File: src/verilog/hist_pkg.sv
package hist_pkg;

    localparam logic [7:0] EOF_CODE = 8'h1A;  // end of file marker
    localparam int         NUM_BINS = 256;

    // engine states
    typedef enum logic [3:0] {
        IDLE       = 4'd0,
        WAIT_BUSY  = 4'd1,
        READ_REQ   = 4'd2,
        READ_WAIT  = 4'd3,
        WRITE_REQ  = 4'd4,
        WRITE_WAIT = 4'd5,
        HALT       = 4'd6,
        DONE       = 4'd7
    } hist_state_t;

endpackage

File: src/verilog/sram_pkg.sv
package sram_pkg;

    localparam int SRAM_AW      = 8;  // one word per byte value
    localparam int SRAM_DW      = 32;
    localparam int SRAM_LATENCY = 2;  // busy cycles after each request

    typedef enum logic [1:0] {
        SRAM_NOP   = 2'd0,
        SRAM_READ  = 2'd1,
        SRAM_WRITE = 2'd2
    } sram_op_t;

    // valid for one cycle whenever op is not SRAM_NOP
    typedef struct packed {
        sram_op_t            op;
        logic [SRAM_AW-1:0]  addr;
        logic [SRAM_DW-1:0]  wdata;
    } sram_req_t;

endpackage
File: src/verilog/bin_clear.sv
`timescale 1ns/1ps

module bin_clear
    import sram_pkg::*;
    import hist_pkg::*;
(
    input  logic      clk,
    input  logic      rst,
    input  logic      busy,
    output sram_req_t req,
    output logic      clear_done
);

    logic [SRAM_AW-1:0] addr;       // next bin to zero
    logic               last_sent;  // final write has gone out
    logic               issue;

    assign issue = !last_sent && !busy;

    // one zero write per free slot
    always_comb begin
        req.op    = SRAM_NOP;
        req.addr  = addr;
        req.wdata = '0;
        if (issue) begin
            req.op = SRAM_WRITE;
        end
    end

    always_ff @(posedge clk, posedge rst) begin
        if (rst) begin
            addr       <= '0;
            last_sent  <= 1'b0;
            clear_done <= 1'b0;
        end else begin
            if (issue) begin
                addr <= addr + 1'b1;
                if (addr == SRAM_AW'(NUM_BINS - 1)) begin
                    last_sent <= 1'b1;
                end
            end
            // wait for the last write to leave the sram
            if (last_sent && !busy) begin
                clear_done <= 1'b1;
            end
        end
    end

endmodule

File: config.mk
export PLATFORM = sky130hd
export DESIGN_NAME = bin_clear
export DESIGN_NICKNAME = d
export VERILOG_FILES = /design/src/verilog/hist_pkg.sv /design/src/verilog/sram_pkg.sv /design/src/verilog/bin_clear.sv
export SDC_FILE = /design/constraint.sdc
export NUM_CORES = 1
export LEC_CHECK = 0
export BUFFER_PORTS_ARGS = -buffer_cell sky130_fd_sc_hd__buf_2
export CAP_MARGIN = 30
export CORE_MARGIN = 1.5
export CORE_UTILIZATION = 43
export CTS_CLUSTER_DIAMETER = 200
export DETAILED_ROUTE_END_ITERATION = 10
export PLACE_DENSITY = 0.86
export SLEW_MARGIN = 25
export SYNTH_ARGS = -nofsm -noshare
export SYNTH_HDL_FRONTEND = slang
export SYNTH_SLANG_ARGS = --single-unit
File: constraint.sdc
create_clock -name clk -period 2.8 [get_ports clk]
set_input_delay 0.14 -clock clk [delete_from_list [all_inputs] [get_ports clk]]
set_output_delay 0.14 -clock clk [all_outputs]
set_load 0.01 [all_outputs]
==> key figures <==
STA
  – Top achievable clock speed: 736.9 MHz
  – Worst setup margin: 1443 ps
  – Hold Fails Final Rpt: 0
  – Unrepaired setup endpoints after global routing: no
  – Tcrit/Tclk final: 48.46%
  – Clock skew after layout: 10.35 ps
  – Slew Limit Fails: 0
  – Setup TNS Final: 0 ps
  – Crit path time final: 1357 ps
  – Number of setup violations in the final report: 0

Drt
  – WL per Instance: 9.293 µm
  – Routed WL: 920 µm
  – Vias per cell: 4.010
  – Total number of vias: 397
  – DRC: 0
  – Detailed-routing iteration count for the pre-antenna-repair pass: 4
  – Count of routing violations after the opening detailed-route iteration: 6
  – Remaining number of nets flagged by the antenna check after routing: 0

Clock network
  – Clock buffers created by TritonCTS: 3
  – Post CTS Setup Buffer Count: 0
  – Maximum level of the CTS H-tree: 1
  – # hold bufs at CTS: 1
  – CTS tree: done
  – Maximum buffer depth of the clock tree: 2
  – Root Buffer Master: sky130_fd_sc_hd__clkbuf_4
  – Source-to-sink clock delay at the later pin of the worst-skew pair: 270 ps
  – Post-cts resize count: 0
  – Num Clock Sinks: 10
  – Clock slew seen by the registers of the worst setup and hold paths: 60 ps

Die
  – Site Rows: 14
  – Horizontal extent of the die: 43.08 µm
  – Effective utilization at floorplan: 45.85%
  – Die Y: 43.08 µm
  – Area enclosed by the die boundary: 1855 µm²
  – Core outline area: 1506 µm²
  – Number of top-level pins: 46

Pwr
  – Share of total power in sequential cells: 46.4%
  – Highest ir drop seen on vdd: 0.0002983 V
  – Switching pwr: 0.0002102 W
  – Internal power of the cells: 0.0003342 W
  – Power share of the clock group: 17.7%
  – Share of total power in combinational logic: 36.0%
  – Sw frac: 38.62%
  – Leakage: 0.3917 nW
  – P per Cell Area: 814.8 nW/µm²

Global route
  – Met3 demand-to-capacity share in global routing: 7.660%
  – Global-route track usage on met1: 12.00%
  – Maximum number of pins on one net before global-route repair: 11
  – Overflow left after global routing: 0
  – Gr usage total: 11.54%
  – Antenna violations before repair: 0
  – Wire length of the first global-routing pass: 1400 µm
  – Number of global-route vias before repair: 329
  – Global routing met2 resource utilization: 16.06%
  – Most crowded layer after global routing: met2

Run
  – Number of maximum-capacitance violations: 0

Logic synthesis
  – Cell count after synthesis: 69
  – Post-Synthesis Mean Instance Area: 10.01 µm²
  – Number of distinct library cell variants in the gate-level netlist after synthesis: 17
  – Post-synth EDFFs: 0
  – Post-Syn Area: 690.7 µm²
  – Fraction of registers with async set/reset: 100.0%
  – Portion of synthesized cell area occupied by the leading cell type: 36.96%
  – Most instantiated flip-flop cell in the synthesis netlist: sky130_fd_sc_hd__dfrtp_1
  – Cell taking the most area after synthesis: sky130_fd_sc_hd__buf_4
  – Top cells by instance count after synthesis: sky130_fd_sc_hd__buf_4, sky130_fd_sc_hd__dfrtp_1, sky130_fd_sc_hd__xnor2_1
  – Leading cell type by number of instances after synthesis: sky130_fd_sc_hd__buf_4
  – Dominant cells by area after synthesis: sky130_fd_sc_hd__buf_4, sky130_fd_sc_hd__dfrtp_1, sky130_fd_sc_hd__xnor2_1
  – Portion of the post-synthesis area used by sequential elements: 36.23%
  – Yosys warns: 0
  – Number of register bits inferred by synthesis: 10

Critical path
  – Critical Path Sink Type: flip-flop
  – Arr. time, crit path: 1550 ps
  – Top fanout value on the critical path: 4
  – Nature of the critical path startpoint: flip-flop
  – CP Class: reg -> reg
  – CP max-delay cell: sky130_fd_sc_hd__or3b_4
  – Worst path cell trace: ha_1 -> or3b_4 -> nor3_2 -> xor2_1
  – CP peak stage delay: 400 ps
  – Worst endpoint required time: 3000 ps

Placement
  – Setup slack after placement: 1439 ps
  – Cell total after placement: 95
  – Port Buffer Count: 12
  – Detailed-placement wirelength estimate: 715 µm
  – GPL Wtd Cong: 0.7162

Final layout
  – Sequential cell area: 250.2 µm²
  – Total Nets Final: 89
  – Number of filler instances in the final layout: 154
  – Area growth syn-to-layout: -3.261%
  – Final antenna diode count: 0
  – Multi-input combinational cell area: 297.8 µm²
  – Fraction of layout instances using a drive strength above 1: 25.30%
  – Final Instance Count excl. Fillers: 99

Status
  – Run status: completed

Min path
  – Classification of the worst-slack hold path: in -> reg
==> logic make-up (layout without fill, tap and decap cells) <==
logic type | Yosys count | in the layout | share of synthesized area, %
fa+ha+maj | 1 | 1 | 1.811
compound gates | 2 | 2 | 2.537
buf+inv | 36 | 18 | 38.04
xor+xnor | 7 | 7 | 8.877
other cells | 1 | 33 | 0.5430
simple gates | 11 | 11 | 10.33
mux | 1 | 1 | 1.630
flops | 10 | 10 | 36.23
==> per-layer routing <==
layer / vias to the layer above / share of wire (%)
met1: 179 / 33
met3: 4 / 14
met5: - / 0
li1: 182 / -
met4: 0 / 3.0
met2: 32 / 51
==> stage by stage <==
stage	utilization (%)	power, W	hold WS, ps	area (µm²)
2_1_floorplan	-	0.0004094	-19.82	810.8
4_1_cts	44.35	0.0005519	164.7	668.1
3_5_place_dp	42.19	0.0004503	129.3	635.6
6_report	44.35	0.0005444	171.1	668.1
3_3_place_gp	42.19	0.0004385	121.5	635.6
5_1_grt	44.35	0.0005843	177.5	668.1
==> registers in the layout, indices dropped and copies added, names as in the netlist <==
register	flops
last_sent	1
clear_done	1
addr	8
==> cells in the final DEF (no fill, tap or decap) <==
cell,netlist,layout
sky130_fd_sc_hd__ha_1,1,1
sky130_fd_sc_hd__nand4_1,2,2
sky130_fd_sc_hd__xor2_1,3,3
sky130_fd_sc_hd__nor3_2,1,1
sky130_fd_sc_hd__or3b_4,1,1
sky130_fd_sc_hd__dlygate4sd3_1,0,1
sky130_fd_sc_hd__buf_2,0,12
sky130_fd_sc_hd__inv_1,2,2
sky130_fd_sc_hd__nand2_1,3,3
sky130_fd_sc_hd__and3_1,1,1
sky130_fd_sc_hd__nor2_1,2,2
sky130_fd_sc_hd__a21o_2,1,1
sky130_fd_sc_hd__and4bb_2,1,1
sky130_fd_sc_hd__dfrtp_1,10,10
sky130_fd_sc_hd__mux2_2,1,1
sky130_fd_sc_hd__xnor2_1,4,4
sky130_fd_sc_hd__a31o_2,1,1
sky130_fd_sc_hd__clkbuf_4,0,3
sky130_fd_sc_hd__conb_1,1,33
==> worst paths after layout <==
path	start	endpoint	slack, ps	cells past startpoint
max in group asynchronous	rst	addr[0]	2130	3
hold / removal	busy	clear_done	170	3
min in group asynchronous	rst	addr[6]	380	3
hold reg to reg	clear_done	clear_done	450	1
setup reg to reg	addr[0]	addr[6]	1440	4
setup / recovery	addr[0]	addr[6]	1440	4
==> cell type report <==
class | instances | share of cell area (%)
clock buffer | 3 | 3.371
tap | 16 | 2.996
multi-input combinational | 55 | 44.57
sequential | 10 | 37.45
timing repair buffer | 13 | 10.49
inverter | 2 | 1.124
==> critical path, delay by kind of cell, from the launching register on <==
kind / cells / cell delay [ps]
simple gates: 2 / 580
xor+xnor: 1 / 150
flops: 1 / 390
fa+ha+maj: 1 / 160
==> power groups by stage <==
stage	Sequential, W	Combinational, W	Clock (W)
after floorplan	0.000272	0.000138	0
after global placement	0.000250	0.000188	0
after detailed placement	0.000256	0.000195	0
after CTS	0.000253	0.000197	0.000102
after global routing	0.000264	0.000214	0.000106
final	0.000252	0.000196	0.0000962
(Power assumes the default switching activity.)
