## src/verilog/hist_pkg.sv

```systemverilog
package hist_pkg;

    localparam logic [7:0] EOF_CODE = 8'h1A;  // end of file marker
    localparam int         NUM_BINS = 256;

    // engine states
    typedef enum logic [3:0] {
        IDLE       = 4'd0,
        WAIT_BUSY  = 4'd1,
        READ_REQ   = 4'd2,
        READ_WAIT  = 4'd3,
        WRITE_REQ  = 4'd4,
        WRITE_WAIT = 4'd5,
        HALT       = 4'd6,
        DONE       = 4'd7
    } hist_state_t;

endpackage

```

## src/verilog/byte_intake.sv

```systemverilog
`timescale 1ns/1ps

module byte_intake
    import hist_pkg::*;
(
    input  logic       clk,
    input  logic       rst,
    input  logic       enable,      // bins cleared
    input  logic       byte_valid,
    input  logic [7:0] byte_data,
    input  logic       confirm,
    output logic       byte_ready,
    output logic       pending,
    output logic [7:0] held_byte
);

    logic eof_seen;  // no more input once the marker is in
    logic take;

    assign byte_ready = enable && !pending && !eof_seen;
    assign take       = byte_valid && byte_ready;

    always_ff @(posedge clk, posedge rst) begin
        if (rst) begin
            pending  <= 1'b0;
            eof_seen <= 1'b0;
        end else begin
            if (take) begin
                pending <= 1'b1;
                if (byte_data == EOF_CODE) begin
                    eof_seen <= 1'b1;
                end
            end else if (confirm) begin
                pending <= 1'b0;  // ready comes back next cycle
            end
        end
    end

    always_ff @(posedge clk) begin
        if (take) begin
            held_byte <= byte_data;
        end
    end

    // source has to honour the ready level
    a_valid_needs_ready: assert property (
        @(posedge clk) disable iff (rst)
        byte_valid |-> byte_ready
    );

endmodule

```

## config.mk

```make
export PLATFORM = sky130hd
export DESIGN_NAME = byte_intake
export DESIGN_NICKNAME = d
export VERILOG_FILES = /design/src/verilog/hist_pkg.sv /design/src/verilog/byte_intake.sv
export SDC_FILE = /design/constraint.sdc
export NUM_CORES = 1
export LEC_CHECK = 0
export BUFFER_PORTS_ARGS = -buffer_cell sky130_fd_sc_hd__buf_2
export CAP_MARGIN = 20
export CORE_AREA = 2 2 39 41
export CTS_CLUSTER_DIAMETER = 150
export DETAILED_ROUTE_END_ITERATION = 12
export DIE_AREA = 0 0 41 43
export GPL_TIMING_DRIVEN = 0
export PLACE_DENSITY = 0.64
export SYNTH_ARGS = -nofsm -noshare
export SYNTH_HDL_FRONTEND = slang
export SYNTH_SLANG_ARGS = --single-unit
```

## constraint.sdc

```tcl
create_clock -name clk -period 1.75 [get_ports clk]
set_input_delay 0.175 -clock clk [delete_from_list [all_inputs] [get_ports clk]]
set_output_delay 0.175 -clock clk [all_outputs]
set_load 0.03 [all_outputs]
```

==> results of run 1 <==
through the flow:
| stage | utilization | setup WS [ps] | area, µm² |
|---|---|---|---|
| global route | 0.376 | 448 | 520 |
| CTS | 0.376 | 498 | 520 |
| finish | 0.376 | 522 | 520 |
| detailed placement | 0.350 | 576 | 484 |
| global placement | 0.350 | 563 | 484 |
| floorplan | - | 304 | 354 |
worst paths after layout:
kind	end	slack, ps	cells after the start
setup / recovery	byte_ready	520	2
hold / removal	held_byte[3]$_DFFE_PP_	100	1
setup reg to reg	held_byte[7]$_DFFE_PP_	560	1
hold reg to reg	eof_seen$_DFFE_PP0P_	510	1
max in group asynchronous	eof_seen$_DFFE_PP0P_	1340	3
min in group asynchronous	pending$_DFFE_PP0P_	310	3
per-layer routing:
| metal | part of all wire | vias to the layer above |
|---|---|---|
| li1 | - | 124 |
| met1 | 0.46 | 116 |
| met2 | 0.38 | 23 |
| met3 | 0.16 | 0 |
| met4 | 0 | 0 |
| met5 | 0 | - |
final cells by class:
cell class,instances,area [µm²]
well taps,16,20.0
fillers,144,863
multi-input cells,6,56.3
inverters,2,7.51
flip-flops and latches,10,290
repair buffers,23,120
clock buffers,4,26.3
logic make-up (layout without fill, tap and decap cells):
family          Yosys count  count (layout)
simple gates              4               4
compound gates            2               2
buf+inv                   2              29
flops                    10              10
report_power, final:
group	switching, mW	internal (mW)
Combinational	0.0442	0.0269
Sequential	0.00509	0.271
Clock	0.0757	0.0879
Total	0.125	0.386
state kept, by name, summed over array words and instances (netlist names):
| name | flops |
|---|---|
| held_byte | 8 |
| eof_seen | 1 |
| pending | 1 |
cell usage after synthesis:
cell / instances / share of area
dfrtp_1: 2 / 0.14
and4bb_2: 1 / 0.035
nor4bb_1: 1 / 0.028
nor3b_1: 1 / 0.021
a21o_2: 1 / 0.025
a31o_2: 1 / 0.025
inv_1: 2 / 0.021
edfxtp_1: 8 / 0.68
nor4b_1: 1 / 0.025
==> flow_summary.toml, run 1 <==
[outcome]
status = "completed"

[global_route]
grt_pass1_vias = 246
met1_usage = 0.123
grt_pass1_wl_um = 1030
antenna_found_initial = 0
use_met3 = 0.0628
top_usage_layer = "met1"
grt_max_degree = 11
track_usage = 0.0982
use_met2 = 0.113
overflow = 0

[synth]
ys_warn_count = 0
synth_compound_area_frac = 0.0495
synth_cell_types = 9
synthMuxAreaShare = 0
syn_inst = 18
synth.avg_cell_area_um2 = 19.7
synth_top_family_by_area = "simple AND/OR/NAND/NOR gates"
mappedNetlistNets = 31
ys_seq_area_frac = 0.820
synth_area_um2 = 354
synth-seq-cells = 10
synth_xor_area_frac = 0
synth-adder-area-share = 0
yosys.area_share.simple = 0.110

[min_path]
worstHoldStart = "byte_data[3]"
hp-class = "in -> reg"

[timing]
min_period_over_period = 0.702
whs_ps = 95.5
slew_headroom = 0.796
final.setup.tns_ps = 0
max_freq_mhz = 814
max_slew.worst_pin.slew_ps = 302
drv_slew = 0
finalSetupViolations = 0
clock_skew_ps = 7.04
finalCriticalPeriod_ps = 1230
rsz0062_at_grt = "no"
hold_violations = 0

[worst_setup_path]
max_stage_delay_ps = 390
critPathRequiredTime_ps = 1570
cp_num_buf_inv = 1
worstSetupStartpointType = "flip-flop"
slowest_stage = "dfrtp_1"
critPathMaxFanout = 3
critPathKind = "reg -> out"
path_cells = "nor3b_1 > buf_2"
crit_arrival_ps = 1050
end_kind = "output pin"
timing.rr.start = "pending$_DFFE_PP0P_"
crit_family = "flip-flops"
cp-startpoint = "eof_seen$_DFFE_PP0P_"

[floorplan]
die_area_mm2 = 0.00176
core_area_mm2 = 0.00138
core.rowCount = 14
start_util = 0.256
num_io_pins = 23
die_w_um = 41
fp.dieH_um = 43

[final_layout]
antenna_cells = 0
area_delta_synth_final_pct = 47.0
fin_cells = 61
layout_common_cells = "buf_2, edfxtp_1, clkbuf_4"
layout.nets = 59
layout-drive-gt1-share = 0.622
layout_commonest_cell = "buf_2"

[clock_tree]
clkSinkCount = 10
postCtsSetupRepairBufs = 0
clock_latency_ps = 260
htree_levels = 1
clockBufferDepth = 2
cts_tree = "built"
clk_pin_slew_ps = 70
cts_resized = 0
clockRootBuffer = "clkbuf_4"
cts_made_buffers = 3
ctsHoldBuffers = 1

[detailed_routing]
drt_pre_antenna_iters = 2
routed_wl_um = 681
first_iter_violations = 2
wire_per_inst_um = 11.2
viasPerCell = 4.31
drcViolationCount = 0
vias = 263
ant_nets = 0

[power]
powerDensity_mw_per_mm2 = 982
power.total_mw = 0.511
p_leak_nw = 0.238
peakVddDrop_uv = 389

[placed_design]
io_buffers = 22
place.gp.congestion = 0.644
placed_cells = 56
hpwlAfterDp_um = 526

[flow_run]
drv_cap = 0
(Power assumes the default switching activity.)
==> run 2: changes to the inputs <==
Clock period 1.75 ns to 1.2 ns, I/O delays scaled along.
==> run 2 against run 1 <==
Effect of this change: via count increased by 1.5%; critical path depth is the same; die area unchanged; clock-buffer cell count unchanged; setup slack got worse by 480 ps.
==> flow_summary.toml, run 2 (synthesized netlist as in run 1, its figures left out) <==
[placed_design]
place.gp.congestion = 0.627
hpwlAfterDp_um = 579
placed_cells = 56
dp_slack_ps = 42.6
io_buffers = 22

[detailed_routing]
wire_per_inst_um = 11.8
drcViolationCount = 0
vias = 267
drt_pre_antenna_iters = 2
ant_nets = 0
routed_wl_um = 717
viasPerCell = 4.38
first_iter_violations = 4

[clock_tree]
ctsHoldBuffers = 1
cts_resized = 0
clockBufferDepth = 2
clockRootBuffer = "clkbuf_4"
clkSinkCount = 10
clk_pin_slew_ps = 60
cts_made_buffers = 3
cts_tree = "built"
htree_levels = 1
clock_latency_ps = 250
postCtsSetupRepairBufs = 0

[worst_setup_path]
critPathMaxFanout = 3
critPathKind = "reg -> out"
timing.rr.start = "eof_seen$_DFFE_PP0P_"
slowest_stage = "dfrtp_1"
end_kind = "output pin"
rr_worst_depth = 1
path_cells = "nor3b_2 > buf_2"
max_stage_delay_ps = 410
crit_arrival_ps = 1040
critPathRequiredTime_ps = 1080
worstSetupStartpointType = "flip-flop"
cp-startpoint = "eof_seen$_DFFE_PP0P_"
rrSetupSlack_ps = 40

[min_path]
min_path_cells = 1
hp-class = "in -> reg"
worstHoldStart = "byte_data[3]"

[floorplan]
die_w_um = 41
num_io_pins = 23
start_util = 0.256
core_area_mm2 = 0.00138
core.rowCount = 14
die_area_mm2 = 0.00176
fp.dieH_um = 43

[timing]
finalCriticalPeriod_ps = 1160
max_freq_mhz = 860
drv_slew = 0
finalWorstSetupSlack_ps = 37.7
hold_violations = 0
rsz0062_at_grt = "no"
finalSetupViolations = 0
min_period_over_period = 0.969
slew_headroom = 0.803
clock_skew_ps = 1.32
final.setup.tns_ps = 0
max_slew.worst_pin.slew_ps = 292

[final_layout]
layout.nets = 59
layout-drive-gt1-share = 0.667
regMostFlops = "held_byte"
antenna_cells = 0
layout_commonest_cell = "buf_2"
layout_common_cells = "buf_2, edfxtp_1, clkbuf_4"
fin_cells = 61
area_delta_synth_final_pct = 49.8
reg_top3 = "held_byte: 8 flops, eof_seen: 1 flops, pending: 1 flops"
n_fill_cell = 144
largest_reg_flops = 8

[global_route]
grt_pass1_vias = 273
track_usage = 0.0961
grt_max_degree = 11
overflow = 0
grt_pass1_wl_um = 1090
antenna_found_initial = 0

[power]
power.total_mw = 0.743
peakVddDrop_uv = 498
powerDensity_mw_per_mm2 = 1400
p_leak_nw = 0.241

[outcome]
status = "completed"

[flow_run]
drv_cap = 0
## run 2: changes by cell type in the layout (fill, tap and decap cells not counted)
cell and delta:
nor3b_2 +1, dfrtp_1 -1, and4bb_4 +1, nor3b_1 -1
and4bb_2 -1, dfrtp_2 +1
## run 2: final timing paths
kind / end
min in group asynchronous: eof_seen$_DFFE_PP0P_
max in group asynchronous: pending$_DFFE_PP0P_
max reg2reg: held_byte[0]$_DFFE_PP_
max: byte_ready
min: held_byte[3]$_DFFE_PP_
min reg2reg: eof_seen$_DFFE_PP0P_
## run 2: area by class of cell
cell class              count  area (µm²)  area share
well taps                  16        20.0      0.0377
repair buffers             23         120       0.226
multi-input cells           6        65.1       0.123
inverters                   2        7.51      0.0142
flip-flops and latches     10         292       0.550
clock buffers               4        26.3      0.0495
## run 2: per-stage QoR
step	hold WS (ps)	area, µm²	utilization
6_report	50.2	531	0.383
5_1_grt	40.0	531	0.383
4_1_cts	41.9	531	0.383
3_5_place_dp	-23.6	494	0.357
3_3_place_gp	-27.2	494	0.357
2_1_floorplan	-139	364	-
## run 2: routing by layer
metal	global-route usage	wire length, µm	part of all wire
met5	0	0	0
met3	0.0314	125	0.17
met4	0.0600	0	0
met2	0.147	326	0.45
met1	0.109	265	0.37
## run 2: worst max-delay path, delay by kind of cell, from the launching register on
| family | cells | cell delay [ps] |
|---|---|---|
| flops | 1 | 410 |
| simple gates | 1 | 170 |
| buf+inv | 1 | 210 |
## run 2: power breakdown
group	internal, mW	switching [mW]	total, mW	leakage (nW)
clock	0.128	0.103	0.231	0.0150
sequential	0.396	0.00873	0.405	0.0993
combinational	0.0423	0.0646	0.107	0.126
==> run 3: changes to the inputs <==
Settings changed: CTS_CLUSTER_SIZE set to 25.
Clock period 1.2 ns to 1.37 ns, I/O delays scaled along.
==> run 3 against run 2 <==
Effect of this change: cell count stayed put; total power is 12% lower; clock skew is 4.2 ps higher; combinational power is 13% lower; die area stayed put; via count is 0.37% lower; largest power group unchanged.
==> flow_summary.toml, run 3 (synthesized netlist as in run 1, its figures left out) <==
[outcome]
status = "completed"

[placed_design]
io_buffers = 22
hpwlAfterDp_um = 573
placed_cells = 56
place.gp.congestion = 0.700
dp_slack_ps = 158
place_area_um2 = 489

[power]
power.total_mw = 0.651
peakVddDrop_uv = 338
powerDensity_mw_per_mm2 = 1240
p_leak_nw = 0.241

[timing]
rsz0062_at_grt = "no"
max_freq_mhz = 818
finalCriticalPeriod_ps = 1220
whs_ps = 60.1
min_period_over_period = 0.893
slew_headroom = 0.801
final.setup.tns_ps = 0
drv_slew = 0
finalSetupViolations = 0
hold_violations = 0
max_slew.worst_pin.slew_ps = 294
finalWorstSetupSlack_ps = 147
clock_skew_ps = 5.48

[clock_tree]
clk_pin_slew_ps = 60
cts_resized = 0
cts_made_buffers = 3
clockBufferDepth = 2
clkSinkCount = 10
cts_tree = "built"
clockRootBuffer = "clkbuf_4"
clock_latency_ps = 260
ctsHoldBuffers = 1
postCtsSetupRepairBufs = 0
htree_levels = 1

[detailed_routing]
routed_wl_um = 756
first_iter_violations = 1
drcViolationCount = 0
viasPerCell = 4.36
wire_per_inst_um = 12.4
drt_pre_antenna_iters = 3
vias = 266
ant_nets = 0

[final_layout]
largest_reg_flops = 8
reg_top3 = "held_byte: 8 flops, eof_seen: 1 flops, pending: 1 flops"
antenna_cells = 0
utilization = 0.380
layout-drive-gt1-share = 0.644
fin_cells = 61
area_delta_synth_final_pct = 48.4
n_fill_cell = 148
layout.nets = 59
postLayoutCellArea_um2 = 526
layout_commonest_cell = "buf_2"
layout_common_cells = "buf_2, edfxtp_1, clkbuf_4"
regMostFlops = "held_byte"

[global_route]
grt_pass1_wl_um = 1090
overflow = 0
antenna_found_initial = 0
grt_pass1_vias = 284
track_usage = 0.100
grt_max_degree = 11

[flow_run]
drv_cap = 0

[floorplan]
fp.dieH_um = 43
die_w_um = 41
num_io_pins = 23
core_area_mm2 = 0.00138
die_area_mm2 = 0.00176
core.rowCount = 14
start_util = 0.256

[worst_setup_path]
worstSetupStartpointType = "flip-flop"
crit_family = "simple AND/OR/NAND/NOR gates"
slowest_stage = "and4bb_2"
cp_num_buf_inv = 0
end_kind = "flip-flop"
path_cells = "and4bb_2"
critPathMaxFanout = 10
critPathRequiredTime_ps = 1310
crit_arrival_ps = 1160
critPathKind = "reg -> reg"
max_stage_delay_ps = 490

[min_path]
hp-class = "in -> reg"
-- run 3: per-layer routing --
layer	up-vias	track usage	part of all wire
li1	124	-	-
met3	0	0.0524	0.14
met1	119	0.113	0.41
met5	-	0	0
met4	0	0.0800	0
met2	23	0.134	0.44
-- run 3: final timing paths --
kind                                 startpoint                      to  slack, ps  cells after the start
max                         pending$_DFFE_PP0P_  held_byte[7]$_DFFE_PP_        150                      1
min                                byte_data[3]  held_byte[3]$_DFFE_PP_         60                      1
max reg2reg                 pending$_DFFE_PP0P_  held_byte[7]$_DFFE_PP_        150                      1
min reg2reg                eof_seen$_DFFE_PP0P_    eof_seen$_DFFE_PP0P_        530                      1
max in group asynchronous                   rst     pending$_DFFE_PP0P_        990                      3
min in group asynchronous                   rst    eof_seen$_DFFE_PP0P_        270                      3
-- run 3: where the power goes --
part           switching (mW)  total (mW)  internal (mW)
Combinational          0.0574      0.0926         0.0352
Sequential            0.00705       0.354          0.347
Clock                  0.0922       0.204          0.112
Total                   0.157       0.651          0.494
-- run 3: cell type report --
type | instances | area [µm²] | area share
clock buffer | 4 | 26.3 | 0.0500
inverter | 2 | 7.51 | 0.0143
multi-input combinational | 6 | 61.3 | 0.117
sequential | 10 | 290 | 0.552
tap | 16 | 20.0 | 0.0381
timing repair buffer | 23 | 120 | 0.229
