[src/verilog/hist_pkg.sv]
package hist_pkg;

    localparam logic [7:0] EOF_CODE = 8'h1A;  // end of file marker
    localparam int         NUM_BINS = 256;

    // engine states
    typedef enum logic [3:0] {
        IDLE       = 4'd0,
        WAIT_BUSY  = 4'd1,
        READ_REQ   = 4'd2,
        READ_WAIT  = 4'd3,
        WRITE_REQ  = 4'd4,
        WRITE_WAIT = 4'd5,
        HALT       = 4'd6,
        DONE       = 4'd7
    } hist_state_t;

endpackage

[src/verilog/sram_pkg.sv]
package sram_pkg;

    localparam int SRAM_AW      = 8;  // one word per byte value
    localparam int SRAM_DW      = 32;
    localparam int SRAM_LATENCY = 2;  // busy cycles after each request

    typedef enum logic [1:0] {
        SRAM_NOP   = 2'd0,
        SRAM_READ  = 2'd1,
        SRAM_WRITE = 2'd2
    } sram_op_t;

    // valid for one cycle whenever op is not SRAM_NOP
    typedef struct packed {
        sram_op_t            op;
        logic [SRAM_AW-1:0]  addr;
        logic [SRAM_DW-1:0]  wdata;
    } sram_req_t;

endpackage
[src/verilog/histogram.sv]
`timescale 1ns/1ps

module histogram
    import sram_pkg::*;
    import hist_pkg::*;
(
    input  logic               clk,
    input  logic               rst,
    input  logic               pending,
    input  logic [7:0]         held_byte,
    input  logic               busy,
    input  logic [SRAM_DW-1:0] rdata,
    output sram_req_t          req,
    output logic               confirm,
    output logic               eof,
    output logic               complete,
    output logic [SRAM_DW-1:0] total
);

    hist_state_t        state;
    hist_state_t        state_n;
    logic               confirm_n;
    logic               eof_n;
    logic               complete_n;
    logic [SRAM_DW-1:0] total_n;
    logic [SRAM_AW-1:0] addr;     // bin of the byte being counted
    logic [SRAM_DW-1:0] bin_val;  // incremented count to write back

    always_ff @(posedge clk, posedge rst) begin
        if (rst) begin
            state    <= IDLE;
            confirm  <= 1'b0;
            eof      <= 1'b0;
            complete <= 1'b0;
            total    <= '0;
        end else begin
            state    <= state_n;
            confirm  <= confirm_n;
            eof      <= eof_n;
            complete <= complete_n;
            total    <= total_n;
        end
    end

    always_ff @(posedge clk) begin
        if (state == IDLE && pending) begin
            addr <= held_byte;
        end
        if (state == READ_WAIT && !busy) begin
            bin_val <= rdata + 1'b1;
        end
    end

    always_comb begin
        state_n    = state;
        confirm_n  = 1'b0;
        eof_n      = eof;
        complete_n = complete;
        total_n    = total;
        req.op     = SRAM_NOP;
        req.addr   = addr;
        req.wdata  = bin_val;

        case (state)
            IDLE: begin
                if (pending) begin
                    confirm_n = 1'b1;
                    if (held_byte == EOF_CODE) begin
                        eof_n   = 1'b1;
                        state_n = HALT;
                    end else begin
                        state_n = WAIT_BUSY;
                    end
                end
            end
            WAIT_BUSY: begin
                if (!busy) begin
                    state_n = READ_REQ;
                end
            end
            READ_REQ: begin
                if (!busy) begin
                    req.op  = SRAM_READ;
                    state_n = READ_WAIT;
                end
            end
            READ_WAIT: begin
                // rdata is good on the first idle cycle
                if (!busy) begin
                    state_n = WRITE_REQ;
                end
            end
            WRITE_REQ: begin
                if (!busy) begin
                    req.op  = SRAM_WRITE;
                    total_n = total + 1'b1;
                    state_n = WRITE_WAIT;
                end
            end
            WRITE_WAIT: begin
                if (!busy) begin
                    state_n = IDLE;
                end
            end
            HALT: begin
                total_n    = total + 1'b1;  // the eof byte itself
                complete_n = 1'b1;
                state_n    = DONE;
            end
            DONE: begin
                state_n = DONE;  // parked until reset
            end
            default: begin
                state_n = IDLE;
            end
        endcase
    end

    // one confirm per accepted byte
    a_confirm_single: assert property (
        @(posedge clk) disable iff (rst)
        confirm |=> !confirm
    );

endmodule

[config.mk]
export PLATFORM = sky130hd
export DESIGN_NAME = histogram
export DESIGN_NICKNAME = d
export VERILOG_FILES = /design/src/verilog/hist_pkg.sv /design/src/verilog/sram_pkg.sv /design/src/verilog/histogram.sv
export SDC_FILE = /design/constraint.sdc
export NUM_CORES = 1
export LEC_CHECK = 0
export BUFFER_PORTS_ARGS = -buffer_cell sky130_fd_sc_hd__buf_4
export CORE_ASPECT_RATIO = 0.7
export CORE_UTILIZATION = 35
export DETAILED_ROUTE_END_ITERATION = 16
export HOLD_SLACK_MARGIN = 0.06
export MAX_ROUTING_LAYER = met4
export PLACE_DENSITY = 0.56
export SLEW_MARGIN = 40
export SYNTH_ARGS = -nofsm -noshare
export SYNTH_HDL_FRONTEND = slang
export SYNTH_SLANG_ARGS = --single-unit
[constraint.sdc]
create_clock -name clk -period 5.4 [get_ports clk]
set_input_delay 0.27 -clock clk [delete_from_list [all_inputs] [get_ports clk]]
set_output_delay 0.27 -clock clk [all_outputs]
set_load 0.03 [all_outputs]
==> results of run 1 <==
==> final cells by class <==
class / count / share of cell area [%]
flip-flops and latches: 78 / 42.7
inverters: 4 / 0.298
clock inverters: 5 / 1.17
clock buffers: 11 / 5.46
well taps: 128 / 3.18
repair buffers: 123 / 18.3
multi-input cells: 206 / 28.9
==> metal layers <==
metal,wire length (µm),vias to the layer above,share of wire (%),GRT usage [%]
met3,682,4,8.0,7.15
met1,4280,1288,50,23.7
li1,-,1346,-,-
met5,0,-,0,-
met2,3540,92,41,23.4
met4,40,0,0.47,3.29
==> worst reg2reg max path: cells and delay by family, from the launching register on <==
family / cells / cell delay (ns)
XOR/XNOR: 1 / 0.18
flip-flops: 1 / 0.44
AND/OR/NAND/NOR: 3 / 1.15
==> sequential cells by signal, indices dropped and copies added, names as in the netlist <==
signal	count
bin_val	32
addr	8
eof	1
confirm	1
total	32
complete	1
state	3
==> stage by stage <==
stage	utilization (%)	hold WS (ns)
final	50.7	0.0576
after global routing	50.7	0.106
after CTS	50.7	0.0672
after detailed placement	47.3	0.431
after global placement	47.3	0.428
after floorplan	-	0.369
==> kinds of logic (layout without fill, tap and decap cells) <==
group,after synthesis,after routing,share of synthesized area (%)
AND/OR/NAND/NOR,131,131,22.2
flip-flops,78,78,58.6
XOR/XNOR,61,61,14.6
AO/OA/AOI/OAI,11,11,1.98
buffers and inverters,10,143,1.70
adder cells (fa/ha/maj),2,2,0.682
multiplexers,1,1,0.307
==> worst max-delay path by stage <==
stage               cells after the start    endpoint  slack, ns
floorplan                               3  bin_val[0]       3.43
global placement                        4   total[29]       3.59
detailed placement                      4   total[29]       3.54
CTS                                     4   total[29]       3.53
global route                            4   total[27]       3.37
finish                                  4   total[29]       3.53
==> cells in the mapped netlist (all sizes together) <==
cell type,number
edfxtp,40
nand2,19
nor3b,3
and3,12
and4,11
mux2,1
xnor2,48
clkbuf,1
nor4bb,1
o211ai,1
inv,4
ha,2
a21oi,3
nor2b,1
nand4,28
and2,9
nand3,23
nor4b,1
a31o,2
xor2,13
nor2,7
nand2b,2
nor4,5
nor3,7
o21ba,1
buf,5
o21a,1
dfrtp,38
and2b,1
o21ai,3
nand4b,1
==> power groups by stage <==
stage | logic, mW | registers, mW | clock network [mW]
after global routing | 0.466 | 0.796 | 0.706
after global placement | 0.435 | 0.792 | 0
after detailed placement | 0.438 | 0.795 | 0
after floorplan | 0.161 | 0.895 | 0
after CTS | 0.439 | 0.785 | 0.680
final | 0.432 | 0.787 | 0.664
==> metrics.md, run 1 <==
| Metric | Value |
|---|---|
| Crit path largest cell delay | 0.77 ns |
| Slowest stage cell, crit path | nor4_4 |
| Filler instances | 901 |
| Standard-cell rows | 30 |
| Multi-input logic area | 1460 µm² |
| Reg2Reg Launch Point | total[4] |
| Synthesized instance count | 294 |
| Routability Congestion | 0.840 |
| Int Power | 1.30 mW |
| Crit path capture type | flip-flop |
| Ys Warns | 0 |
| Sequential share of power | 41.8% |
| Post-Syn Nets | 340 |
| Placed instance count | 539 |
| Required time of the critical path | 5.62 ns |
| CTS tree | done |
| Antenna cells | 0 |
| Final #Nets | 468 |
| Rel. slew slack | 45.2% |
| Vias in the first global route | 2,645 |
| Dpl ws | 3.54 ns |
| Die width | 124 µm |
| Overflow after GRT | 0 |
| Post_cts resized | 0 |
| Combinational fraction of design power | 22.9% |
| Avg Synthesized Cell Area | 12.5 µm² |
| HPWL after detailed placement | 6230 µm |
| Worst path arrival time | 2.10 ns |
| Total core area | 9950 µm² |
| P_leak | 2.12 nW |
| Layout cell share with drive strength beyond 1 | 35.4% |
| Worst slew pin tran | 0.815 ns |
| Die H | 87.7 µm |
| Post-CTS Hold Fix Bufs | 0 |
| Critical path's top delay family | simple AND/OR/NAND/NOR gates |
| Library cells used by synthesis | 39 |
| CTS Sinks | 78 |
| Hold crit path type | input pin to asynchronous set/reset pin |
| Design area | 5040 µm² |
| Pin count of the biggest net entering global routing | 39 |
| Synthesized cell area | 3670 µm² |
| PortBufs | 120 |
| Hold Violations, Final | 0 |
| Switch Pwr | 0.583 mW |
| Clock Power Share | 35.3% |
| Vias per inst | 4.92 |
| Die footprint | 10,900 µm² |
| Clock slew at reported path FFs | 0.06 ns |
| Period minus WS final | 1.87 ns |
| Non-Filler Instances | 555 |
| Crit Path Max Fanout | 15 |
| Worst vdd ir | 0.159 mV |
| DRT iter0 DRCs | 163 |
| Sequential cell area | 2150 µm² |
| Worst-path cell chain | nand3_2 > nor4_4 > nand4_1 > xnor2_1 |
| Total design power | 1.88 mW |
| Most common cell after layout, fill and taps aside | buf_4 |
| Sequential fraction of the synthesis area | 58.6% |
| Drt drc | 0 |
| R2R Setup Slk | 3.53 ns |
| Synth area leader | edfxtp_1 |
| Setup_tns | 0 ns |
| Ports | 121 |
| Detailed Routing Iterations Pass 1 | 5 |
| Worst setup SP type | flip-flop |
| Synth area leaders | edfxtp_1 (33%), dfrtp_1 (26%), xnor2_1 (11%), nand4_1 (4.6%), xor2_1 (3.1%) |
| RSZ-0062 raised after global routing | false |
| Setup violators final | 0 |
| Total track usage | 17.2% |
| Final worst-path cycle share | 34.7% |
| Sw Ratio | 30.9% |
| CP Launch Point | total[4] |
| Clk root buf | clkbuf_16 |
| Status | complete, no violations |
| Final wirelength | 8540 µm |
| Average wire per standard cell | 15.4 µm |
| Max cap viols | 0 |
| Worst-skew pair later-pin latency | 0.33 ns |
| Vias | 2,730 |
| Longest Clk Path Bufs | 2 |
| Initial antenna violation count | 0 |
| Setup slack after layout | 3.53 ns |
| Most frequent cells in the layout | buf_4 (123), xnor2_1 (48), edfxtp_1 (40) |
| Starting Density | 36.9% |
| Flops & latches, synth | 78 |
| Yosys top cell area share | 32.7% |
| Crit path buffers/inverters | 0 |
| Max Slew Vio Count | 0 |
| H-tree levels | 3 |
| Dpl cell area | 4710 µm² |
| CP Class | flip-flop to flip-flop |
| Fmax | 534 MHz |
| P&R area growth vs syn | 37.3% |
| Reg2reg end | total[29] |
| Worst-case reg-to-reg path depth | 4 |
| First-pass GRT wire length | 14,000 µm |
| CTS Buf Count | 9 |
| Worst Clk Skew | 0.00481 ns |
| Postcts setup bufs | 0 |
| PwrDens | 374 nW/µm² |
| Antenna Violating Nets Remaining | 0 |
No activity file was read; power rests on OpenSTA's default activity.
==> run 2, diff against run 1 <==
- ABC_AREA: not set -> 1
- PLACE_DENSITY: 0.56 -> 0.57
- clock period: 5.4 -> 1.5 ns (I/O delays scaled with it)
==> run 2 against run 1 <==
Compared with the run above:
- count of clock-buffer cells in the layout grew 1
- flip-flop and latch count is the same
- first-iteration DRC count grew 69%
- setup slack lost 3.5 ns
- combinational power shrank 23%
- hold slack gained 0.017 ns
- cell area grew 25%
- sequential power grew to 2.9 times the previous value
- global-route usage grew 4.1 points
- largest cell class unchanged
- highest routed layer unchanged
==> metrics.md, run 2 <==
| Metric | Value |
|---|---|
| Flops & latches, synth | 78 (unchanged) |
| Worst slew pin tran | 0.498 ns (-0.318 ns) |
| Synth cell count leaders | nand2_1 (180), nor2_1 (64), inv_1 (45) |
| Total track usage | 21.3% (+4.1 points) |
| Synth area leaders | edfxtp_1 (28%), dfrtp_1 (22%), nand2_1 (16%), nor2_1 (5.7%), xor2_1 (4.3%) |
| Setup slack after layout | 0.0213 ns (-3.50 ns) |
| Routability Congestion | 0.884 (+5.1%) |
| Overflow after GRT | 0 (unchanged) |
| Hold crit path type | input pin to flip-flop |
| Die H | 94.1 µm (+7.3%) |
| Hold Violations, Final | 0 (unchanged) |
| Hold path start | rdata[6] |
| Post-synthesis xor/xnor area fraction | 7.23% (-7.3 points) |
| Clock slew at reported path FFs | 0.06 ns (about the same) |
| Most common cell after layout, fill and taps aside | nand2_1 |
| PortBufs | 120 (unchanged) |
| RSZ-0062 raised after global routing | true |
| Largest family of logic cells by synthesized area | simple AND/OR/NAND/NOR gates |
| Total design power | 4.59 mW (+140%) |
| Yosys top cell area share | 28.3% (-4.4 points) |
| Final core utilization | 53.7% (+3.0 points) |
| Hold WS | 0.0751 ns (+0.0175 ns) |
| Vias in the first global route | 3,791 (+43%) |
| Worst Clk Skew | 0.00737 ns (+0.00256 ns) |
| Library cells used by synthesis | 31 (-21%) |
| Hold Path Depth | 2 |
| Crit path top cell by count | nand2_1 |
| Endpoint of the worst hold path | bin_val[6] |
| Design area | 6320 µm² (+25%) |
| Detailed Routing Iterations Pass 1 | 4 (-1) |
| PwrDens | 727 nW/µm² (+94%) |
| Crit path capture type | flip-flop |
| Setup violators final | 0 (unchanged) |
| Synthesized cell area | 4240 µm² (+15%) |
| Antenna cells | 0 (unchanged) |
| Synthesized instance count | 507 (+72%) |
| Layout cell share with drive strength beyond 1 | 31.3% (-4.0 points) |
| Placed instance count | 804 (+49%) |
| Final wirelength | 12,600 µm (+48%) |
| Setup_tns | 0 ns (unchanged) |
| CTS Buf Count | 9 (unchanged) |
| Worst-skew pair later-pin latency | 0.33 ns (about the same) |
| Vias | 4,043 (+48%) |
| Async SR Flop Fraction | 48.7% (unchanged) |
| Compound-Gate Fraction of Synth Area | 1.59% (-0.38 points) |
| Non-Filler Instances | 859 (+55%) |
| Total core area | 11,800 µm² (+18%) |
| Die footprint | 12,600 µm² (+15%) |
| Worst vdd ir | 0.496 mV (+210%) |
| Rel. slew slack | 66.8% (+22 points) |
| CTS Sinks | 78 (unchanged) |
| Ys Warns | 0 (unchanged) |
| Post-synthesis mux area share | 0% (-0.31 points) |
| Clk root buf | clkbuf_16 |
| Status | complete, no violations |
| Drt drc | 0 (unchanged) |
| Dpl cell area | 5560 µm² (+18%) |
| Average wire per standard cell | 14.7 µm (-4.7%) |
| Worst setup SP type | flip-flop |
| Ports | 121 (unchanged) |
| Simple-gate share of the synthesized area | 34.4% (+12 points) |
| Die width | 134 µm (+7.3%) |
| Critical path's top delay family | simple AND/OR/NAND/NOR gates |
| Adder-cell share of the synthesized area | 0.827% (+0.15 points) |
| Filler instances | 1,124 (+25%) |
| Regs by FF count | bin_val (32), total (32), addr (8) |
| Most frequent cells in the layout | nand2_1 (177), buf_4 (147), nor2_1 (59) |
| P&R area growth vs syn | 49.1% |
| Crit path buffers/inverters | 1 (+1) |
| Initial antenna violation count | 0 (unchanged) |
| Avg Synthesized Cell Area | 8.36 µm² (-33%) |
| Post-synth EDFFs | 40 (unchanged) |
| Starting Density | 36.0% (-0.89 points) |
| Required time of the critical path | 1.72 ns (-3.90 ns) |
| HPWL after detailed placement | 9600 µm (+54%) |
| First-pass GRT wire length | 19,600 µm (+40%) |
| Crit Path Max Fanout | 7 (-8) |
| P_leak | 2.85 nW (+34%) |
| Vias per inst | 4.71 (-4.3%) |
| R2R Setup Slk | 0.02 ns (-3.50 ns) |
| Sequential fraction of the synthesis area | 50.8% (-7.8 points) |
| Period minus WS final | 1.48 ns (-0.396 ns) |
| Max Slew Vio Count | 0 (unchanged) |
| Crit path largest cell delay | 0.51 ns (-0.26 ns) |
| Synth area leader | edfxtp_1 |
| H-tree levels | 3 (unchanged) |
| Ys flop type | edfxtp_1 |
| Pin count of the biggest net entering global routing | 39 (unchanged) |
| Reg2reg end | total[25] |
| CTS tree | done |
| Standard-cell rows | 33 (+10%) |
| Dpl ws | -0.00239 ns (-3.54 ns) |
| DRT iter0 DRCs | 276 (+69%) |
| Reg2Reg Launch Point | state[2] |
| Antenna Violating Nets Remaining | 0 (unchanged) |
| Max cap viols | 0 (unchanged) |
| CP Class | flip-flop to flip-flop |
| Fmax | 676 MHz (+27%) |
| Final worst-path cycle share | 98.6% (+64 points) |
| Longest Clk Path Bufs | 2 (unchanged) |
| Slowest stage cell, crit path | dfrtp_2 |
| Most frequent cell after synthesis | nand2_1 |
| Worst-path cell chain | inv_4 > nor2_4 > o21ai_4 > nor3_4 > nand2_1 > nand2_1 > nand2_1 |
| Worst path arrival time | 1.70 ns (-0.40 ns) |
| Worst-case reg-to-reg path depth | 7 (+3) |
| Post-Syn Nets | 553 (+63%) |
| Final #Nets | 743 (+59%) |
## run 2: cell types whose count changed after synthesis, sizes merged, moves of 7 or more
cell	delta
nor3	+10
nor2	+66
nand4	-16
and3	-12
nand3b	+14
inv	+45
xnor2	-34
xor2	+8
and4	-11
and2	-7
nand2	+163
## run 2: logic make-up (layout without fill, tap and decap cells)
group / Yosys count / in the layout
buffers and inverters: 53 / 248
flip-flops: 78 / 78
XOR/XNOR: 35 / 35
AND/OR/NAND/NOR: 329 / 329
adder cells (fa/ha/maj): 3 / 3
AO/OA/AOI/OAI: 9 / 9
## run 2: worst max-delay path by stage
stage / startpoint / to / slack [ns] / depth (start not counted)
2_1_floorplan: state[2] / bin_val[0] / -0.52 / 1
3_3_place_gp: total[5] / total[13] / -0.01 / 6
3_5_place_dp: state[0] / total[25] / -0.002 / 7
4_1_cts: state[0] / total[25] / 0.001 / 7
5_1_grt: state[2] / state[0] / -0.09 / 6
6_report: state[2] / total[25] / 0.02 / 7
## run 2: layer usage
| layer | global-route usage [%] | wire length (µm) | part of all wire (%) |
|---|---|---|---|
| met3 | 4.75 | 1010 | 8.0 |
| met4 | 4.83 | 61 | 0.48 |
| met2 | 28.6 | 5200 | 41 |
| met5 | - | 0 | 0 |
| met1 | 31.9 | 6340 | 50 |
## run 2: what timing repair did
action,in CTS,in global routing
setup endpoints to repair,3,39
hold buffers,29,1
hold endpoints to repair,67,1
pin swaps,0,13
gates resized for setup,4,26
buffers inserted,0,9
## run 2: report_power, final
part	internal [mW]	switching (mW)	total, mW
registers	2.26	0	2.26
clock network	1.16	0.841	2.00
logic	0.171	0.163	0.333
## run 2: area by class of cell
cell class                      instances  area, µm²  share of cell area (%)
Sequential cell                        78       2170                    34.3
Inverter                               49        189                    2.99
Multi-Input combinational cell        376       2000                    31.6
Timing Repair Buffer                  183       1500                    23.7
Tap cell                              157        196                    3.11
Clock inverter                          4       23.8                   0.376
Clock buffer                           12        246                    3.90
==> run 3, diff against run 2 <==
- BUFFER_PORTS_ARGS: -buffer_cell sky130_fd_sc_hd__buf_4 -> -buffer_cell sky130_fd_sc_hd__buf_2
==> run 3 against run 2 <==
Compared with the run above:
- utilization fell by 3.6 points
- maximum frequency rose by 0.98%
- highest routed layer unchanged
- global-route usage fell by 0.94 points
==> metrics.md, run 3 (synthesis gave the netlist of run 2 again) <==
| Metric | Value |
|---|---|
| Status | complete, no violations |
| Die H | 94.1 µm (unchanged) |
| CTS Sinks | 78 (unchanged) |
| First-pass GRT wire length | 18,800 µm (-4.3%) |
| Final worst-path cycle share | 97.6% (-0.96 points) |
| Setup slack after layout | 0.0357 ns (+0.0144 ns) |
| Clk root buf | clkbuf_16 |
| H-tree levels | 3 (unchanged) |
| CP Class | input pin to flip-flop |
| Standard-cell rows | 33 (unchanged) |
| Placed instance count | 799 (-0.62%) |
| Max cap viols | 0 (unchanged) |
| Hold Path Depth | 3 (+1) |
| Hold crit path type | input pin to flip-flop |
| Worst vdd ir | 0.569 mV (+15%) |
| Required time of the critical path | 1.59 ns (-0.13 ns) |
| Overflow after GRT | 0 (unchanged) |
| P_leak | 2.72 nW (-4.4%) |
| Total core area | 11,800 µm² (unchanged) |
| Die footprint | 12,600 µm² (unchanged) |
| Vias in the first global route | 3,548 (-6.4%) |
| Longest Clk Path Bufs | 2 (unchanged) |
| Clock slew at reported path FFs | 0.06 ns (about the same) |
| R2R Setup Slk | 0.06 ns (+0.04 ns) |
| Rel. slew slack | 65.8% (-0.97 points) |
| Average wire per standard cell | 14.4 µm (-2.0%) |
| Worst-skew pair later-pin latency | 0.34 ns (about the same) |
| Setup violators final | 0 (unchanged) |
| Most frequent cells in the layout | nand2_1 (178), buf_2 (119), nor2_1 (58) |
| Fmax | 683 MHz (+0.98%) |
| CTS Buf Count | 9 (unchanged) |
| Worst path arrival time | 1.55 ns (-0.15 ns) |
| PwrDens | 809 nW/µm² (+11%) |
| Dpl ws | -0.0400 ns (-0.0376 ns) |
| Hold Violations, Final | 0 (unchanged) |
| Worst-case reg-to-reg path depth | 7 (unchanged) |
| Vias | 3,956 (-2.2%) |
| Final wirelength | 12,100 µm (-3.7%) |
| HPWL after detailed placement | 9310 µm (-3.0%) |
| Vias per inst | 4.69 (-0.41%) |
| Final core utilization | 50.1% (-3.6 points) |
| Ports | 121 (unchanged) |
| Worst Clk Skew | 0.00800 ns (+0.000631 ns) |
| DRT iter0 DRCs | 278 (+0.72%) |
| Antenna cells | 0 (unchanged) |
| Starting Density | 36.0% (unchanged) |
| Total track usage | 20.3% (-0.94 points) |
| Dpl cell area | 5210 µm² (-6.3%) |
| Crit path capture type | flip-flop |
| Filler instances | 1,156 (+2.8%) |
| Crit Path Max Fanout | 3 (-4) |
| Initial antenna violation count | 0 (unchanged) |
| CTS tree | done |
| Detailed Routing Iterations Pass 1 | 4 (unchanged) |
| Pin count of the biggest net entering global routing | 39 (unchanged) |
| Antenna Violating Nets Remaining | 0 (unchanged) |
| RSZ-0062 raised after global routing | true |
| PortBufs | 120 (unchanged) |
| Period minus WS final | 1.46 ns (-0.0144 ns) |
| Worst setup SP type | input pin |
| Layout cell share with drive strength beyond 1 | 30.7% (-0.63 points) |
| Routability Congestion | 0.885 (+0.22%) |
| Final #Nets | 728 (-2.0%) |
| Most common cell after layout, fill and taps aside | nand2_1 |
| Worst slew pin tran | 0.513 ns (+0.0146 ns) |
| Die width | 134 µm (unchanged) |
| Drt drc | 0 (unchanged) |
| Design area | 5900 µm² (-6.7%) |
| P&R area growth vs syn | 39.2% |
| Hold WS | 0.0782 ns (+0.00306 ns) |
| Non-Filler Instances | 844 (-1.7%) |
| Max Slew Vio Count | 0 (unchanged) |
| Regs by FF count | bin_val (32), total (32), addr (8) |
-- run 3: cell count changes in the layout (fill, tap and decap cells not counted), moves of 2 or more --
cell and change:
clkinv_2 -3, nor2_2 -3, dfrtp_2 -3, dfrtp_1 +3
nor2_4 +4, buf_12 -2, nor3_2 -2, buf_4 -122
dlygate4sd3_1 -10, clkbuf_8 +2, nor3_1 +2, buf_2 +119
-- run 3: what timing repair did --
action	in CTS	in global routing
gates resized for setup	2	28
setup buffers	0	9
hold endpoints to repair	58	0
hold buffers	20	0
endpoints found under the setup margin	2	40
pin swaps	1	9
-- run 3: cell type report --
type / instances / area (µm²) / area share (%)
Sequential cell: 78 / 2170 / 36.7
Multi-Input combinational cell: 376 / 2000 / 34.0
Timing Repair Buffer: 168 / 1040 / 17.6
Clock buffer: 15 / 299 / 5.07
Tap cell: 157 / 196 / 3.33
Inverter: 49 / 189 / 3.20
Clock inverter: 1 / 8.76 / 0.148
-- run 3: routing by layer --
layer | global-route usage [%] | up-vias | wire length, µm
met3 | 4.69 | 15 | 680
li1 | - | 1989 | -
met1 | 30.9 | 1832 | 6490
met5 | - | - | 0
met2 | 26.2 | 120 | 4800
met4 | 5.78 | 0 | 172
-- run 3: final timing paths --
check                               start     endpoint
worst min register to register   complete     complete
worst max register to register   state[0]    total[25]
max in group asynchronous             rst     total[3]
worst min-delay path            rdata[24]  bin_val[24]
min in group asynchronous             rst     state[1]
worst max-delay path             rdata[3]  bin_val[27]
-- run 3: power breakdown --
group          switching (mW)  internal (mW)
logic                   0.159          0.122
registers                   0           2.26
clock network           0.872           1.37
total                    1.03           3.74
-- run 3: critical path: stages --
cell and delay (ns):
dlygate4sd3_1 0.51, buf_2 0.13, nand2_1 0.10, nor2_1 0.18, nand2_1 0.10, nor2_1 0.25
nand2_1 0.10, nand2_1 0.06, nand2_1 0.04
-- run 3: metrics by stage --
stage / power [mW] / setup TNS, ns
floorplan: 2.40 / -16.65
global route: 4.94 / -0.325
finish: 4.78 / 0
CTS: 4.83 / 0
global placement: 2.53 / -0.0510
detailed placement: 2.53 / -0.0400
